$ cat src/design/mlkem_masked_pkg.sv
package mlkem_masked_pkg;

    // ML-KEM modulus and coefficient width
    localparam int unsigned MLKEM_Q = 3329;
    localparam int unsigned COEFF_WIDTH = 12;

    // Input sampled to valid_o
    localparam int unsigned PIPE_LATENCY = 5;

    // Fresh words consumed per beat
    localparam int unsigned BF_RND_WORDS = 2;
    localparam int unsigned SPLIT_RND_WORDS = 6;
    localparam int unsigned RND_WORDS = SPLIT_RND_WORDS + 2 * BF_RND_WORDS;

    // Right-shifting Galois taps for x^16 + x^14 + x^13 + x^11 + 1
    localparam int unsigned LFSR_WIDTH = 16;
    localparam logic [LFSR_WIDTH-1:0] LFSR_TAPS = 16'hB400;

    // One non-zero start value per lane, lane 0 rightmost
    localparam logic [RND_WORDS-1:0][LFSR_WIDTH-1:0] RNG_SEEDS = {
        16'hB04D, 16'h26F8, 16'h9C13, 16'hE4A5, 16'h3B96,
        16'h7F21, 16'hC0DE, 16'h5A3C, 16'h1D87, 16'hACE1
    };

    typedef logic [COEFF_WIDTH-1:0] coeff_t;

    // Value is (share0 + share1) mod q
    typedef struct packed {
        coeff_t share1;
        coeff_t share0;
    } masked_coeff_t;

    typedef struct packed {
        coeff_t u00;
        coeff_t v00;
        coeff_t w00;
        coeff_t u01;
        coeff_t v01;
        coeff_t w01;
    } bf_plain_in_t;

    typedef struct packed {
        masked_coeff_t u00;
        masked_coeff_t v00;
        masked_coeff_t w00;
        masked_coeff_t u01;
        masked_coeff_t v01;
        masked_coeff_t w01;
    } bf_masked_in_t;

    typedef struct packed {
        coeff_t u20;
        coeff_t u21;
        coeff_t v20;
        coeff_t v21;
    } bf_uv_out_t;

    typedef coeff_t [RND_WORDS-1:0] rnd_bus_t;

    // Both operands must already be below q
    function automatic coeff_t add_mod(input coeff_t a, input coeff_t b);
        logic [COEFF_WIDTH:0] sum;
        sum = a + b;
        if (sum >= MLKEM_Q) begin
            sum = sum - (COEFF_WIDTH + 1)'(MLKEM_Q);
        end
        return sum[COEFF_WIDTH-1:0];
    endfunction

    function automatic coeff_t sub_mod(input coeff_t a, input coeff_t b);
        if (a >= b) begin
            return a - b;
        end
        return coeff_t'(a + MLKEM_Q - b);
    endfunction

endpackage

$ cat src/design/mask_rng.sv
`timescale 1ns/1ps

module mask_rng (
    input  logic                        clk,
    input  logic                        reset_n,
    output mlkem_masked_pkg::rnd_bus_t  rnd_o
);
    import mlkem_masked_pkg::*;

    logic [RND_WORDS-1:0][LFSR_WIDTH-1:0] lane_q;
    logic [RND_WORDS-1:0][LFSR_WIDTH-1:0] lane_d;

    for (genvar i = 0; i < RND_WORDS; i++) begin : g_lane
        coeff_t low;

        // One Galois step per cycle
        assign lane_d[i] = {1'b0, lane_q[i][LFSR_WIDTH-1:1]}
                         ^ (lane_q[i][0] ? LFSR_TAPS : '0);

        // Low bits folded once so the word stays below q
        assign low = lane_q[i][COEFF_WIDTH-1:0];
        assign rnd_o[i] = (low >= MLKEM_Q) ? coeff_t'(low - MLKEM_Q) : low;
    end

    // Lanes keep running through zeroize
    always_ff @(posedge clk) begin
        if (!reset_n) begin
            lane_q <= RNG_SEEDS;
        end
        else begin
            lane_q <= lane_d;
        end
    end

endmodule

$ cat config.mk
export PLATFORM = sky130hd
export DESIGN_NAME = mask_rng
export DESIGN_NICKNAME = d
export VERILOG_FILES = /design/src/design/mlkem_masked_pkg.sv /design/src/design/mask_rng.sv
export SDC_FILE = /design/constraint.sdc
export NUM_CORES = 1
export LEC_CHECK = 0
export ABC_AREA = 1
export BUFFER_PORTS_ARGS = -buffer_cell sky130_fd_sc_hd__buf_2
export CORE_MARGIN = 3
export CORE_UTILIZATION = 30
export CTS_BUF_LIST = sky130_fd_sc_hd__clkbuf_8
export DETAILED_ROUTE_END_ITERATION = 8
export GPL_TIMING_DRIVEN = 1
export PLACE_DENSITY_LB_ADDON = 0.15
export SLEW_MARGIN = 10
export SYNTH_ARGS = -nofsm -noshare
export SYNTH_HDL_FRONTEND = slang
export SYNTH_SLANG_ARGS = --single-unit
export TNS_END_PERCENT = 5
$ cat constraint.sdc
create_clock -name clk -period 1.4 [get_ports clk]
set_input_delay 0 -clock clk [delete_from_list [all_inputs] [get_ports clk]]
set_output_delay 0 -clock clk [all_outputs]
set_load 0.005 [all_outputs]
==> reports/qor.csv <==
stage,metric,value,unit
placed_design,PortBufs,121,
timing,min Tclk post-route,1848,ps
worst_setup_path,crit end category,output port,
timing,headroom to the max-slew limit,74.48,%
logic_synthesis,mux cell area share after synthesis,0,%
worst_setup_path,Arrival @ worst endpoint,1850,ps
finish,nets,1704,
worst_setup_path,worst-path cell chain,clkinv_4 > ha_4 > nand2_2 > inv_2 > nand2_2 > nand2_2 > nand3_4 > buf_12 > buf_6 > o21ai_2 > buf_2,
timing,crit share post-route,132.0,%
power,pwr dens,865.2,nW/um2
routing,DRT Pass-1 Iters,5,
global_routing,gr usage total,15.00,%
cts,H-tree Lvls,4,
timing,setup_tns,-44080,ps
global_routing,GRT Max-Usage Layer,met2,
run,Max-Cap Viols,0,
finish,"most common cell after layout, fill and taps aside",nand2_1,
timing,Worst Hold Slack,365.7,ps
finish,layout cell share with drive strength beyond 1,40.41,%
outcome,status,"complete, but fails checks",
outcome,failing checks,negative setup slack,
routing,Post-route DRC,0,
placed_design,GPL Wtd Cong,0.8520,
floorplanning,Chip Width,179.5,um
power,Internal Pwr Total,7.586,mW
worst_setup_path,critical path peak fanout,5,
logic_synthesis,Adder-Cell Fraction of Synth Area,2.772,%
routing,vias per cell,4.335,
placed_design,placed cells,2024,
global_routing,routing usage on met1,20.06,%
logic_synthesis,Post-Syn Area per Cell,6.752,um2
global_routing,largest net degree at the start of global routing,65,
cts,worst skew pair latency,450,ps
power,clock share of power,28.9,%
timing,final setup fails,120,
logic_synthesis,net count after synthesis,1359,
power,Comb power frac,26.6,%
routing,post-route ant nets,0,
global_routing,vias in the first global route,9067,
logic_synthesis,Post-Synth Simple-Gate Area,31.79,%
global_routing,initial antenna violation count,0,
power,net switching power,3.766,mW
finish,final non-filler cell total,2079,
cts,TritonCTS clock tree,yes,
worst_setup_path,cell repeated most along the worst path,nand2_2,
logic_synthesis,XOR/XNOR Fraction of Synth Area,5.239,%
logic_synthesis,main combinational cell family by area after synthesis,simple AND/OR/NAND/NOR gates,
finish,Area Growth Syn to Fin,45.35,%
cts,root cell of the clock tree,clkbuf_8,
power,VDD IR-drop max,433.4,uV
logic_synthesis,number of synthesized register bits,160,
worst_setup_path,Crit Path Class,register to output port,
timing,Hold Fails Final Rpt,0,
worst_setup_path,Crit path required time,1400,ps
timing,Max Clock Freq,0.5410,GHz
timing,setup ws final,-448.4,ps
placed_design,Detail Placement HPWL,17290,um
floorplanning,row cnt,62,
routing,DRT Wirelength,23930,um
routing,DR vias,9013,
cts,Sink Count,160,
logic_synthesis,sequential area share after synthesis,35.48,%
floorplanning,Initial Util,30.95,%
cts,clk buf depth,2,
global_routing,met3 Usage GRT,2.789,%
logic_synthesis,Cells after Synth,1337,
cts,clock slew at reported path FFs,110,ps
floorplanning,IO Pins,122,
cts,CTS Buf Count,17,
timing,RSZ-0062 raised after global routing,yes,
global_routing,final global-route overflow total,0,
routing,wire length per cell,11.51,um
worst_setup_path,"Slowest-stage cell, CP",dfxtp_4,
worst_setup_path,CP Launch Type,register,
timing,clk_skew,18.18,ps
floorplanning,Die Y-Extent,179.5,um
global_routing,GRT met2 Usage,25.26,%
power,Net Sw Frac,33.18,%
logic_synthesis,Ys Warns,0,
hold_path,Hold WC Path Type,input port to register,
power,Leak,6.710,nW
finish,# diodes,0,
logic_synthesis,"Cell Area, Synth",9027,um2
power,power share of the sequential group,44.4,%
finish,"commonest cells after routing, fill and taps aside","347 x nand2_1, 210 x buf_4, 182 x inv_1",
floorplanning,DIE AREA,32210,um2
logic_synthesis,Synth Area in Compound Gates,13.19,%
timing,"Slew Viols, Final",0,
floorplanning,Core ar.,29170,um2
worst_setup_path,CP max stage delay,390,ps
logic_synthesis,Synth cell types,38,
routing,Iteration-0 DRC Markers,253,
global_routing,global-route wire length before repair,41950,um
timing,Worst Tran Pin Value,378.8,ps
[routing by layer]
layer  part of all wire [%]  vias to the layer above  routed length [um]
met5                      0                        -                   0
met4                    1.1                        0                 257
met3                    2.9                       17                 693
met2                     46                      119               11030
met1                     50                     4033               11950
li1                       -                     4844                   -
[critical path: cells and delay by family, from the launching register on]
kind                       cells  cell delay, ps
adders and majority gates      1             130
and+or+nand+nor                4             310
buffers and inverters          5             490
AOI/OAI and AO/OA              1              90
DFF                            1             390
[sequential cells by signal, summed over array words and instances, names as in the netlist]
register    flops
lane_q         40
g_lane.low    120
[worst paths after layout]
check	start	end	slack, ps	cells past startpoint
worst max register to register	g_lane[8].low[0]$_SDFF_PN0_	lane_q[140]$_SDFF_PN0_	440	4
worst min-delay path	reset_n	g_lane[4].low[5]$_SDFF_PN1_	370	3
worst min register to register	lane_q[143]$_SDFF_PN0_	lane_q[142]$_SDFF_PN0_	420	2
worst max-delay path	g_lane[6].low[0]$_SDFF_PN1_	rnd_o[77]	-450	11
[power groups by stage]
stage                     Clock (mW)  Sequential, mW  Combinational, mW
final                           3.28            5.05               3.03
after global routing            3.68            5.09               3.39
after CTS                       3.51            5.03               2.91
after detailed placement           0            5.12               2.66
after global placement             0            5.12               2.65
after floorplan                    0            5.13               1.43
[per-stage QoR]
step	setup WS [ps]	instance area [um2]	total power, mW	utilization, %
2_1_floorplan	-36.99	9044	6.559	-
3_3_place_gp	-259.8	11650	7.768	39.94
3_5_place_dp	-262.6	11650	7.780	39.94
4_1_cts	-527.5	12750	11.45	43.70
5_1_grt	-592.7	13120	12.16	44.99
6_report	-448.4	13120	11.35	44.99
[layout make-up]
type	instances	area, um2
Clock buffer	17	234.0
Timing Repair Buffer	360	2643
Multi-Input combinational cell	922	5477
Fill cell	3073	16050
Inverter	221	874.6
Sequential cell	160	3263
Clock inverter	15	150.1
Tap cell	384	480.5
[cell usage after synthesis, drive strengths merged]
cell	instances	area [um2]
ha	20	250.2
dfxtp	160	3203
or2	10	62.56
nand2	400	1534
nand3	89	533.0
buf	16	132.6
o21ai	122	794.5
nor3	6	30.03
and2	1	6.260
nand3b	3	22.52
o22ai	2	12.51
xnor2	15	131.4
clkinv	6	22.52
a21oi	52	294.0
clkbuf	20	77.57
a21boi	11	82.58
nor2	128	550.5
o21a	1	7.510
inv	215	807.0
nand4	21	131.4
xor2	39	341.6
[cells by family (layout without fill, tap and decap cells)]
kind of cell	Yosys count	count (layout)
AND/OR/NAND/NOR	658	660
buffers and inverters	257	613
AO/OA/AOI/OAI	188	188
flip-flops	160	160
XOR/XNOR	54	54
adder cells (fa/ha/maj)	20	20
[repair_timing]
action / CTS / global route
gates cloned: 5 / 1
hold buffers: 1 / 0
buffers inserted: 14 / 3
pin swaps: 27 / 33
setup endpoints to repair: 120 / 120
resized for setup: 170 / 132
hold endpoints to repair: 10 / 0
Note: power is estimated with default switching activity, not from simulation.
