==> src/design/mlkem_masked_pkg.sv <==
package mlkem_masked_pkg;

    // ML-KEM modulus and coefficient width
    localparam int unsigned MLKEM_Q = 3329;
    localparam int unsigned COEFF_WIDTH = 12;

    // Input sampled to valid_o
    localparam int unsigned PIPE_LATENCY = 5;

    // Fresh words consumed per beat
    localparam int unsigned BF_RND_WORDS = 2;
    localparam int unsigned SPLIT_RND_WORDS = 6;
    localparam int unsigned RND_WORDS = SPLIT_RND_WORDS + 2 * BF_RND_WORDS;

    // Right-shifting Galois taps for x^16 + x^14 + x^13 + x^11 + 1
    localparam int unsigned LFSR_WIDTH = 16;
    localparam logic [LFSR_WIDTH-1:0] LFSR_TAPS = 16'hB400;

    // One non-zero start value per lane, lane 0 rightmost
    localparam logic [RND_WORDS-1:0][LFSR_WIDTH-1:0] RNG_SEEDS = {
        16'hB04D, 16'h26F8, 16'h9C13, 16'hE4A5, 16'h3B96,
        16'h7F21, 16'hC0DE, 16'h5A3C, 16'h1D87, 16'hACE1
    };

    typedef logic [COEFF_WIDTH-1:0] coeff_t;

    // Value is (share0 + share1) mod q
    typedef struct packed {
        coeff_t share1;
        coeff_t share0;
    } masked_coeff_t;

    typedef struct packed {
        coeff_t u00;
        coeff_t v00;
        coeff_t w00;
        coeff_t u01;
        coeff_t v01;
        coeff_t w01;
    } bf_plain_in_t;

    typedef struct packed {
        masked_coeff_t u00;
        masked_coeff_t v00;
        masked_coeff_t w00;
        masked_coeff_t u01;
        masked_coeff_t v01;
        masked_coeff_t w01;
    } bf_masked_in_t;

    typedef struct packed {
        coeff_t u20;
        coeff_t u21;
        coeff_t v20;
        coeff_t v21;
    } bf_uv_out_t;

    typedef coeff_t [RND_WORDS-1:0] rnd_bus_t;

    // Both operands must already be below q
    function automatic coeff_t add_mod(input coeff_t a, input coeff_t b);
        logic [COEFF_WIDTH:0] sum;
        sum = a + b;
        if (sum >= MLKEM_Q) begin
            sum = sum - (COEFF_WIDTH + 1)'(MLKEM_Q);
        end
        return sum[COEFF_WIDTH-1:0];
    endfunction

    function automatic coeff_t sub_mod(input coeff_t a, input coeff_t b);
        if (a >= b) begin
            return a - b;
        end
        return coeff_t'(a + MLKEM_Q - b);
    endfunction

endpackage

==> src/design/mask_share_split.sv <==
`timescale 1ns/1ps

module mask_share_split (
    input  logic                                   clk,
    input  logic                                   reset_n,
    input  logic                                   zeroize_i,
    input  mlkem_masked_pkg::bf_plain_in_t         plain_i,
    input  mlkem_masked_pkg::coeff_t [mlkem_masked_pkg::SPLIT_RND_WORDS-1:0] rnd_i,
    output mlkem_masked_pkg::bf_masked_in_t        masked_o
);
    import mlkem_masked_pkg::*;

    bf_masked_in_t masked_d;

    // Mask word becomes share0 and the remainder share1
    function automatic masked_coeff_t split_coeff(input coeff_t x, input coeff_t r);
        masked_coeff_t res;
        res.share0 = r;
        res.share1 = sub_mod(x, r);
        return res;
    endfunction

    always_comb begin
        masked_d.u00 = split_coeff(plain_i.u00, rnd_i[0]);
        masked_d.v00 = split_coeff(plain_i.v00, rnd_i[1]);
        masked_d.w00 = split_coeff(plain_i.w00, rnd_i[2]);
        masked_d.u01 = split_coeff(plain_i.u01, rnd_i[3]);
        masked_d.v01 = split_coeff(plain_i.v01, rnd_i[4]);
        masked_d.w01 = split_coeff(plain_i.w01, rnd_i[5]);
    end

    always_ff @(posedge clk) begin
        if (!reset_n) begin
            masked_o <= '0;
        end
        else if (zeroize_i) begin
            masked_o <= '0;
        end
        else begin
            masked_o <= masked_d;
        end
    end

endmodule

==> config.mk <==
export PLATFORM = sky130hd
export DESIGN_NAME = mask_share_split
export DESIGN_NICKNAME = d
export VERILOG_FILES = /design/src/design/mlkem_masked_pkg.sv /design/src/design/mask_share_split.sv
export SDC_FILE = /design/constraint.sdc
export NUM_CORES = 1
export LEC_CHECK = 0
export ABC_AREA = 1
export BUFFER_PORTS_ARGS = -buffer_cell sky130_fd_sc_hd__buf_2
export CAP_MARGIN = 20
export CELL_PAD_IN_SITES_DETAIL_PLACEMENT = 0
export CELL_PAD_IN_SITES_GLOBAL_PLACEMENT = 1
export CORE_ASPECT_RATIO = 0.9
export CORE_UTILIZATION = 39
export CTS_CLUSTER_SIZE = 8
export DETAILED_ROUTE_END_ITERATION = 8
export GPL_TIMING_DRIVEN = 0
export PLACE_DENSITY = 0.88
export SYNTH_ARGS = -nofsm -noshare
export SYNTH_HDL_FRONTEND = slang
export SYNTH_SLANG_ARGS = --single-unit
==> constraint.sdc <==
create_clock -name clk -period 2 [get_ports clk]
set_input_delay 0.1 -clock clk [delete_from_list [all_inputs] [get_ports clk]]
set_output_delay 0.1 -clock clk [all_outputs]
set_load 0.02 [all_outputs]
==> qor.csv, run 1 <==
stage;metric;value;unit
setup_path;delay-heaviest family, CP;buffers and inverters;
final_layout;Largest regs;masked_o (144);
die;Rows;62;
logic_synthesis;post-synth top area cell;dfxtp_1;
logic_synthesis;Netlist cell types;31;
die;Die Span Y;172.5;um
detailed_routing;final antenna-violating net count;0;
global_routing;largest net degree at the start of global routing;17;
detailed_routing;Vias per Instance;4.852;
setup_path;Worst path slowest cell;fa_1;
logic_synthesis;Post-Syn Area;12600;um^2
final_layout;number of fill cells;3228;
placed_design;post-place setup slack;-0.2573;ns
power;combinational share of power;0.385;
final_layout;max reg flops;144;
detailed_routing;Vias;12870;
min_path;worst min path class;in2reg;
logic_synthesis;#FFs+latches synth;144;
timing;Setup-failing EPs final;0;
power;Int Power;6791;uW
timing;headroom to the max-slew limit;0.2545;
setup_path;Worst Path Arrival;2.26;ns
final_layout;Largest Register;masked_o;
placed_design;GPL Wtd Cong;0.9314;
cts;TritonCTS buffer count;17;
logic_synthesis;top cells by count, synth;nand2_1 (389), inv_1 (343), nor2_1 (247), ha_1 (150), nand3_1 (148);
timing;Slew @ Worst Pin;1.118;ns
timing;final hold viol count;0;
final_layout;final net count;2574;
placed_design;IO Port Bufs;290;
logic_synthesis;synth warn;0;
logic_synthesis;register area share after synthesis;0.2288;
final_layout;Layout area overhead;28.35;%
min_path;hold path start;rnd_i[46];
min_path;Hold Path End;masked_o[58];
setup_path;max incr delay on CP;0.58;ns
detailed_routing;wire length per cell;15.11;um
setup_path;worst path required time;2.36;ns
setup_path;critical path cell sequence;dlygate4sd3_1 -> buf_2 -> inv_2 -> ha_4 -> fa_1 -> buf_4 -> o21bai_1 -> nor2_1 -> nand3_1 -> nand2_1 -> nand3_2 -> a21oi_2;
timing;Setup WS post-layout;0.09383;ns
final_layout;Non-Filler Instances;2653;
power;VDD IR-drop max;0.0006510;V
run;max cap viols;0;
global_routing;first-pass GRT wire length;62260;um
global_routing;Total GRT Usage;0.2413;
detailed_routing;DRC;0;
die;die area;33020;um^2
logic_synthesis;most common cell in the netlist;nand2_1;
timing;fmax;0.5246;GHz
placed_design;Inst Count DP;2544;
logic_synthesis;Yosys top cell area share;0.2288;
final_layout;Core Util, Final;0.5071;
global_routing;initial antenna violation count;5;
timing;final period utilization;0.9531;
power;Switch Pwr;3980;uW
setup_path;CP startpoint kind;primary input;
logic_synthesis;Primary FF master, synth;dfxtp_1;
power;switching share of power;0.3695;
cts;Clock transition at path regs;0.06;ns
power;clock power share;0.325;
cts;CTS Root Cell;clkbuf_16;
power;Reg power frac;0.289;
power;Power Dens Cells;666.2;nW/um^2
die;core area;31880;um^2
die;# IOs;291;
cts;CTS sink cnt;144;
timing;RSZ-0062 raised after global routing;yes;
logic_synthesis;Post-synth EDFFs;0;
final_layout;layout cells sized above 1;0.1871;
timing;Final Max Tran Viols;0;
cts;CTS tree;done;
detailed_routing;final WL;40070;um
logic_synthesis;top cells by area, synth;dfxtp_1 (23%), ha_1 (15%), nand2_1 (12%);
detailed_routing;drt first pass iters;5;
power;Power, Total;10770;uW
placed_design;post-detail-place hpwl;31780;um
logic_synthesis;Mapped Avg Cell Area;6.854;um^2
logic_synthesis;Syn Nets;2189;
cts;htree depth;4;
global_routing;vias in the first global route;12440;
logic_synthesis;ys async rst share;0;
setup_path;Worst Setup End Kind;flip-flop;
detailed_routing;number of DRC markers in iteration 0;793;
die;initial core utilization;0.3951;
setup_path;Bufs and invs on worst path;4;
global_routing;grt total ovfl;0;
setup_path;crit-path max FO;3;
setup_path;critical path type;in2reg;
cts;CTS max path bufs;2;
timing;Final Critical Period;1.906;ns
setup_path;origin of the worst setup path;rnd_i[9];
logic_synthesis;cell count after synthesis;1838;
die;Die W;191.4;um
min_path;hold depth;3;
power;LEAKAGE;0.008890;uW
run_status;status;finished clean;
==> final cells by class <==
cell class	count	area [um^2]	share of cell area
Multi-Input combinational cell	1323	8469	0.5238
Clock buffer	20	466.7	0.02887
Clock inverter	10	160.2	0.009906
Inverter	347	1309	0.08095
Tap cell	416	520.5	0.03219
Antenna cell	3	7.507	0.0004643
Timing Repair Buffer	366	2212	0.1368
Sequential cell	144	2883	0.1783
Buffer	24	140.1	0.008667
==> kinds of logic (layout without fill, tap and decap cells) <==
logic type | after synthesis | count (layout) | synth area share
xor gates and xnor gates | 68 | 68 | 0.04728
buffers and inverters | 371 | 767 | 0.1145
and+or+nand+nor | 855 | 855 | 0.2858
other | 0 | 3 | 0
DFF | 144 | 144 | 0.2288
AOI/OAI and AO/OA | 196 | 196 | 0.08880
adders and majority gates | 204 | 204 | 0.2348
==> routing by layer <==
layer | global-route usage | wire, um | up-vias
met5 | 0 | 27 | -
met4 | 0.08532 | 1065 | 4
met3 | 0.04999 | 2402 | 67
met2 | 0.4014 | 18800 | 387
met1 | 0.3059 | 17780 | 5940
li1 | - | - | 6475
==> power by group through the flow <==
| stage | registers (uW) | clock network [uW] | logic, uW |
|---|---|---|---|
| final | 3120 | 3500 | 4150 |
| after global routing | 3130 | 3710 | 4610 |
| after CTS | 3120 | 3590 | 4010 |
| after detailed placement | 3180 | 0 | 3870 |
| after global placement | 3180 | 0 | 3830 |
| after floorplan | 3430 | 0 | 2470 |
==> repair_timing <==
action	CTS	global route
setup buffers	0	4
resized for setup	0	57
hold buffers	74	0
setup endpoints to repair	0	38
hold endpoints to repair	74	0
==> through the flow <==
stage / setup TNS (ns) / hold WS [ns] / instance area, um^2
global placement: -6.209 / 0.3340 / 14570
global route: -0.01227 / 0.02697 / 16170
finish: 0 / 0.01712 / 16170
CTS: 0 / 0.006842 / 15940
floorplan: 0 / 0.2382 / 12600
detailed placement: -6.853 / 0.3414 / 14570
==> worst max-delay path by stage <==
stage | slack, ns | endpoint | depth (start not counted)
global route | -0.01 | masked_o[38] | 14
CTS | 0.02 | masked_o[71] | 13
floorplan | 0.17 | masked_o[117] | 13
detailed placement | -0.26 | masked_o[43] | 13
global placement | -0.25 | masked_o[43] | 13
finish | 0.09 | masked_o[143] | 12
==> layout by cell type (no fill, tap or decap), types with 5 or more instances in the layout <==
cell type      instances
nor2_2                10
nand3_2                9
inv_1                333
clkbuf_1               8
nand2_2               17
dlygate4sd3_1         74
dfxtp_1              144
o21bai_1              22
xnor2_1               20
nand3b_1               9
nand4_1               20
inv_2                 12
a21oi_2                8
o21ai_0               58
nor2_1               241
nand2_1              384
clkinvlp_4             5
ha_1                 141
ha_4                   7
buf_6                  6
nor3_1                11
buf_2                292
nand3_1              144
xor2_1                48
fa_2                   5
fa_1                  49
a21oi_1               93
clkbuf_16             17
o21a_1                 7
buf_1                  6
Power figures use the tool's default switching activity.
==> inputs of run 2 (changes only) <==
--- a/config.mk
+++ b/config.mk
@@ -11,11 +11,11 @@
 export CELL_PAD_IN_SITES_DETAIL_PLACEMENT = 0
 export CELL_PAD_IN_SITES_GLOBAL_PLACEMENT = 1
 export CORE_ASPECT_RATIO = 0.9
-export CORE_UTILIZATION = 39
+export CORE_UTILIZATION = 42
 export CTS_CLUSTER_SIZE = 8
 export DETAILED_ROUTE_END_ITERATION = 8
 export GPL_TIMING_DRIVEN = 0
-export PLACE_DENSITY = 0.88
+export PLACE_DENSITY = 0.93
 export SYNTH_ARGS = -nofsm -noshare
 export SYNTH_HDL_FRONTEND = slang
 export SYNTH_SLANG_ARGS = --single-unit
==> constraint.sdc (replaced) <==
create_clock -name clk -period 2.36 [get_ports clk]
set_input_delay 0.118 -clock clk [delete_from_list [all_inputs] [get_ports clk]]
set_output_delay 0.118 -clock clk [all_outputs]
set_load 0.02 [all_outputs]
==> qor.csv, run 2 (synthesized netlist as in run 1, its figures left out) <==
stage;metric;value;unit
timing;Final Max Tran Viols;0;
global_routing;initial antenna violation count;6;
global_routing;grt total ovfl;0;
min_path;hold depth;3;
placed_design;post-detail-place hpwl;31530;um
power;LEAKAGE;0.008839;uW
final_layout;Largest Register;masked_o;
setup_path;critical path type;in2reg;
global_routing;largest net degree at the start of global routing;17;
setup_path;CP startpoint kind;primary input;
run;max cap viols;0;
cts;CTS sink cnt;144;
detailed_routing;Vias per Instance;4.898;
timing;fmax;0.4401;GHz
setup_path;delay-heaviest family, CP;simple AND/OR/NAND/NOR gates;
die;core area;29230;um^2
cts;TritonCTS buffer count;17;
setup_path;Bufs and invs on worst path;3;
final_layout;max reg flops;144;
power;Power Dens Cells;547.8;nW/um^2
timing;RSZ-0062 raised after global routing;yes;
setup_path;Most Frequent Cell on Critical Path;nand2_1;
power;VDD IR-drop max;0.0004716;V
die;Rows;59;
cts;CTS tree;done;
cts;Clock transition at path regs;0.07;ns
global_routing;vias in the first global route;12640;
final_layout;commonest non-fill, non-tap cell in the layout;nand2_1;
global_routing;Total GRT Usage;0.2552;
setup_path;worst path required time;2.71;ns
final_layout;number of fill cells;2924;
setup_path;Worst Path Arrival;2.62;ns
setup_path;Worst Setup End Kind;flip-flop;
final_layout;most frequent cells in the layout;nand2_1 (389), inv_1 (336), buf_2 (294);
detailed_routing;drt first pass iters;7;
detailed_routing;final antenna-violating net count;0;
run_status;status;finished clean;
timing;headroom to the max-slew limit;0.2375;
setup_path;crit-path max FO;9;
setup_path;critical path cell sequence;dlygate4sd3_1 -> buf_2 -> inv_1 -> ha_1 -> fa_1 -> o21bai_2 -> nand2_1 -> nand2_1 -> nor2_2 -> nand3_1 -> a21oi_2;
min_path;hold path start;rnd_i[46];
die;Die W;184.6;um
setup_path;Worst path slowest cell;dlygate4sd3_1;
cts;CTS Root Cell;clkbuf_16;
timing;Setup-failing EPs final;0;
die;die area;30690;um^2
detailed_routing;wire length per cell;14.92;um
final_layout;Core Util, Final;0.5438;
timing;final hold viol count;0;
final_layout;final net count;2570;
final_layout;Largest regs;masked_o (144);
timing;Hold WS;0.03818;ns
die;initial core utilization;0.4309;
timing;final period utilization;0.9627;
min_path;Hold Path End;masked_o[58];
timing;Slew @ Worst Pin;1.144;ns
detailed_routing;DRC;0;
min_path;worst min path class;in2reg;
die;Die Span Y;166.3;um
timing;Final Critical Period;2.272;ns
setup_path;max incr delay on CP;0.52;ns
placed_design;GPL Wtd Cong;0.9552;
detailed_routing;Vias;12900;
cts;CTS max path bufs;2;
placed_design;IO Port Bufs;290;
detailed_routing;final WL;39310;um
final_layout;layout cells sized above 1;0.1775;
global_routing;first-pass GRT wire length;61550;um
detailed_routing;number of DRC markers in iteration 0;724;
cts;htree depth;4;
final_layout;Layout area overhead;26.20;%
die;# IOs;291;
==> run 2: what timing repair did <==
action,4_1_cts,5_1_grt
buffers inserted,0,1
hold buffers,71,0
setup endpoints to repair,0,25
hold endpoints to repair,71,0
gates resized for setup,0,23
==> run 2: layer usage <==
metal / vias to the layer above / global-route usage / part of all wire
met5: - / 0 / 0.00020
met4: 2 / 0.09312 / 0.029
met3: 80 / 0.05219 / 0.067
met2: 448 / 0.4322 / 0.47
met1: 5895 / 0.3172 / 0.43
li1: 6477 / - / -
==> run 2: worst max-delay path by stage <==
stage                start            end  slack, ns  depth (start not counted)
2_1_floorplan  plain_i[49]  masked_o[117]       0.51                         13
3_3_place_gp       reset_n  masked_o[131]       0.11                          7
3_5_place_dp   plain_i[13]   masked_o[47]       0.09                         14
4_1_cts          rnd_i[49]   masked_o[47]       0.02                         14
5_1_grt          rnd_i[54]   masked_o[44]      -0.01                         13
6_report         rnd_i[18]  masked_o[117]       0.09                         11
==> run 2: final cells by class <==
class	instances	area (um^2)	area share
Multi-Input combinational cell	1323	8342	0.5247
Sequential cell	144	2883	0.1813
Timing Repair Buffer	362	2170	0.1365
Inverter	347	1303	0.08193
Tap cell	396	495.5	0.03117
Clock buffer	20	456.7	0.02873
Buffer	24	140.1	0.008815
Clock inverter	11	91.34	0.005745
Antenna cell	7	17.52	0.001102
==> run 2: tightest hold or removal path: cells and delay by family <==
family,cells,cell delay [ns]
buf+inv,2,0.22
simple gates,1,0.08
==> run 2: through the flow <==
stage | std cells | total power [uW] | worst slack (ns) | setup TNS [ns] | area (um^2)
after CTS | 2626 | 8734 | 0.02347 | 0 | 15800
after global routing | 2630 | 9285 | -0.01290 | -0.01926 | 15890
after detailed placement | 2524 | 5968 | 0.08536 | 0 | 14540
after global placement | 2524 | 5926 | 0.1081 | 0 | 14540
final | 2634 | 8708 | 0.08801 | 0 | 15900
after floorplan | 1838 | 5003 | 0.5100 | 0 | 12600
==> run 2: power by group <==
part           internal [uW]  switching [uW]  total [uW]
sequential              2600            44.4        2640
clock                   1490            1140        2630
combinational           1280            2150        3440
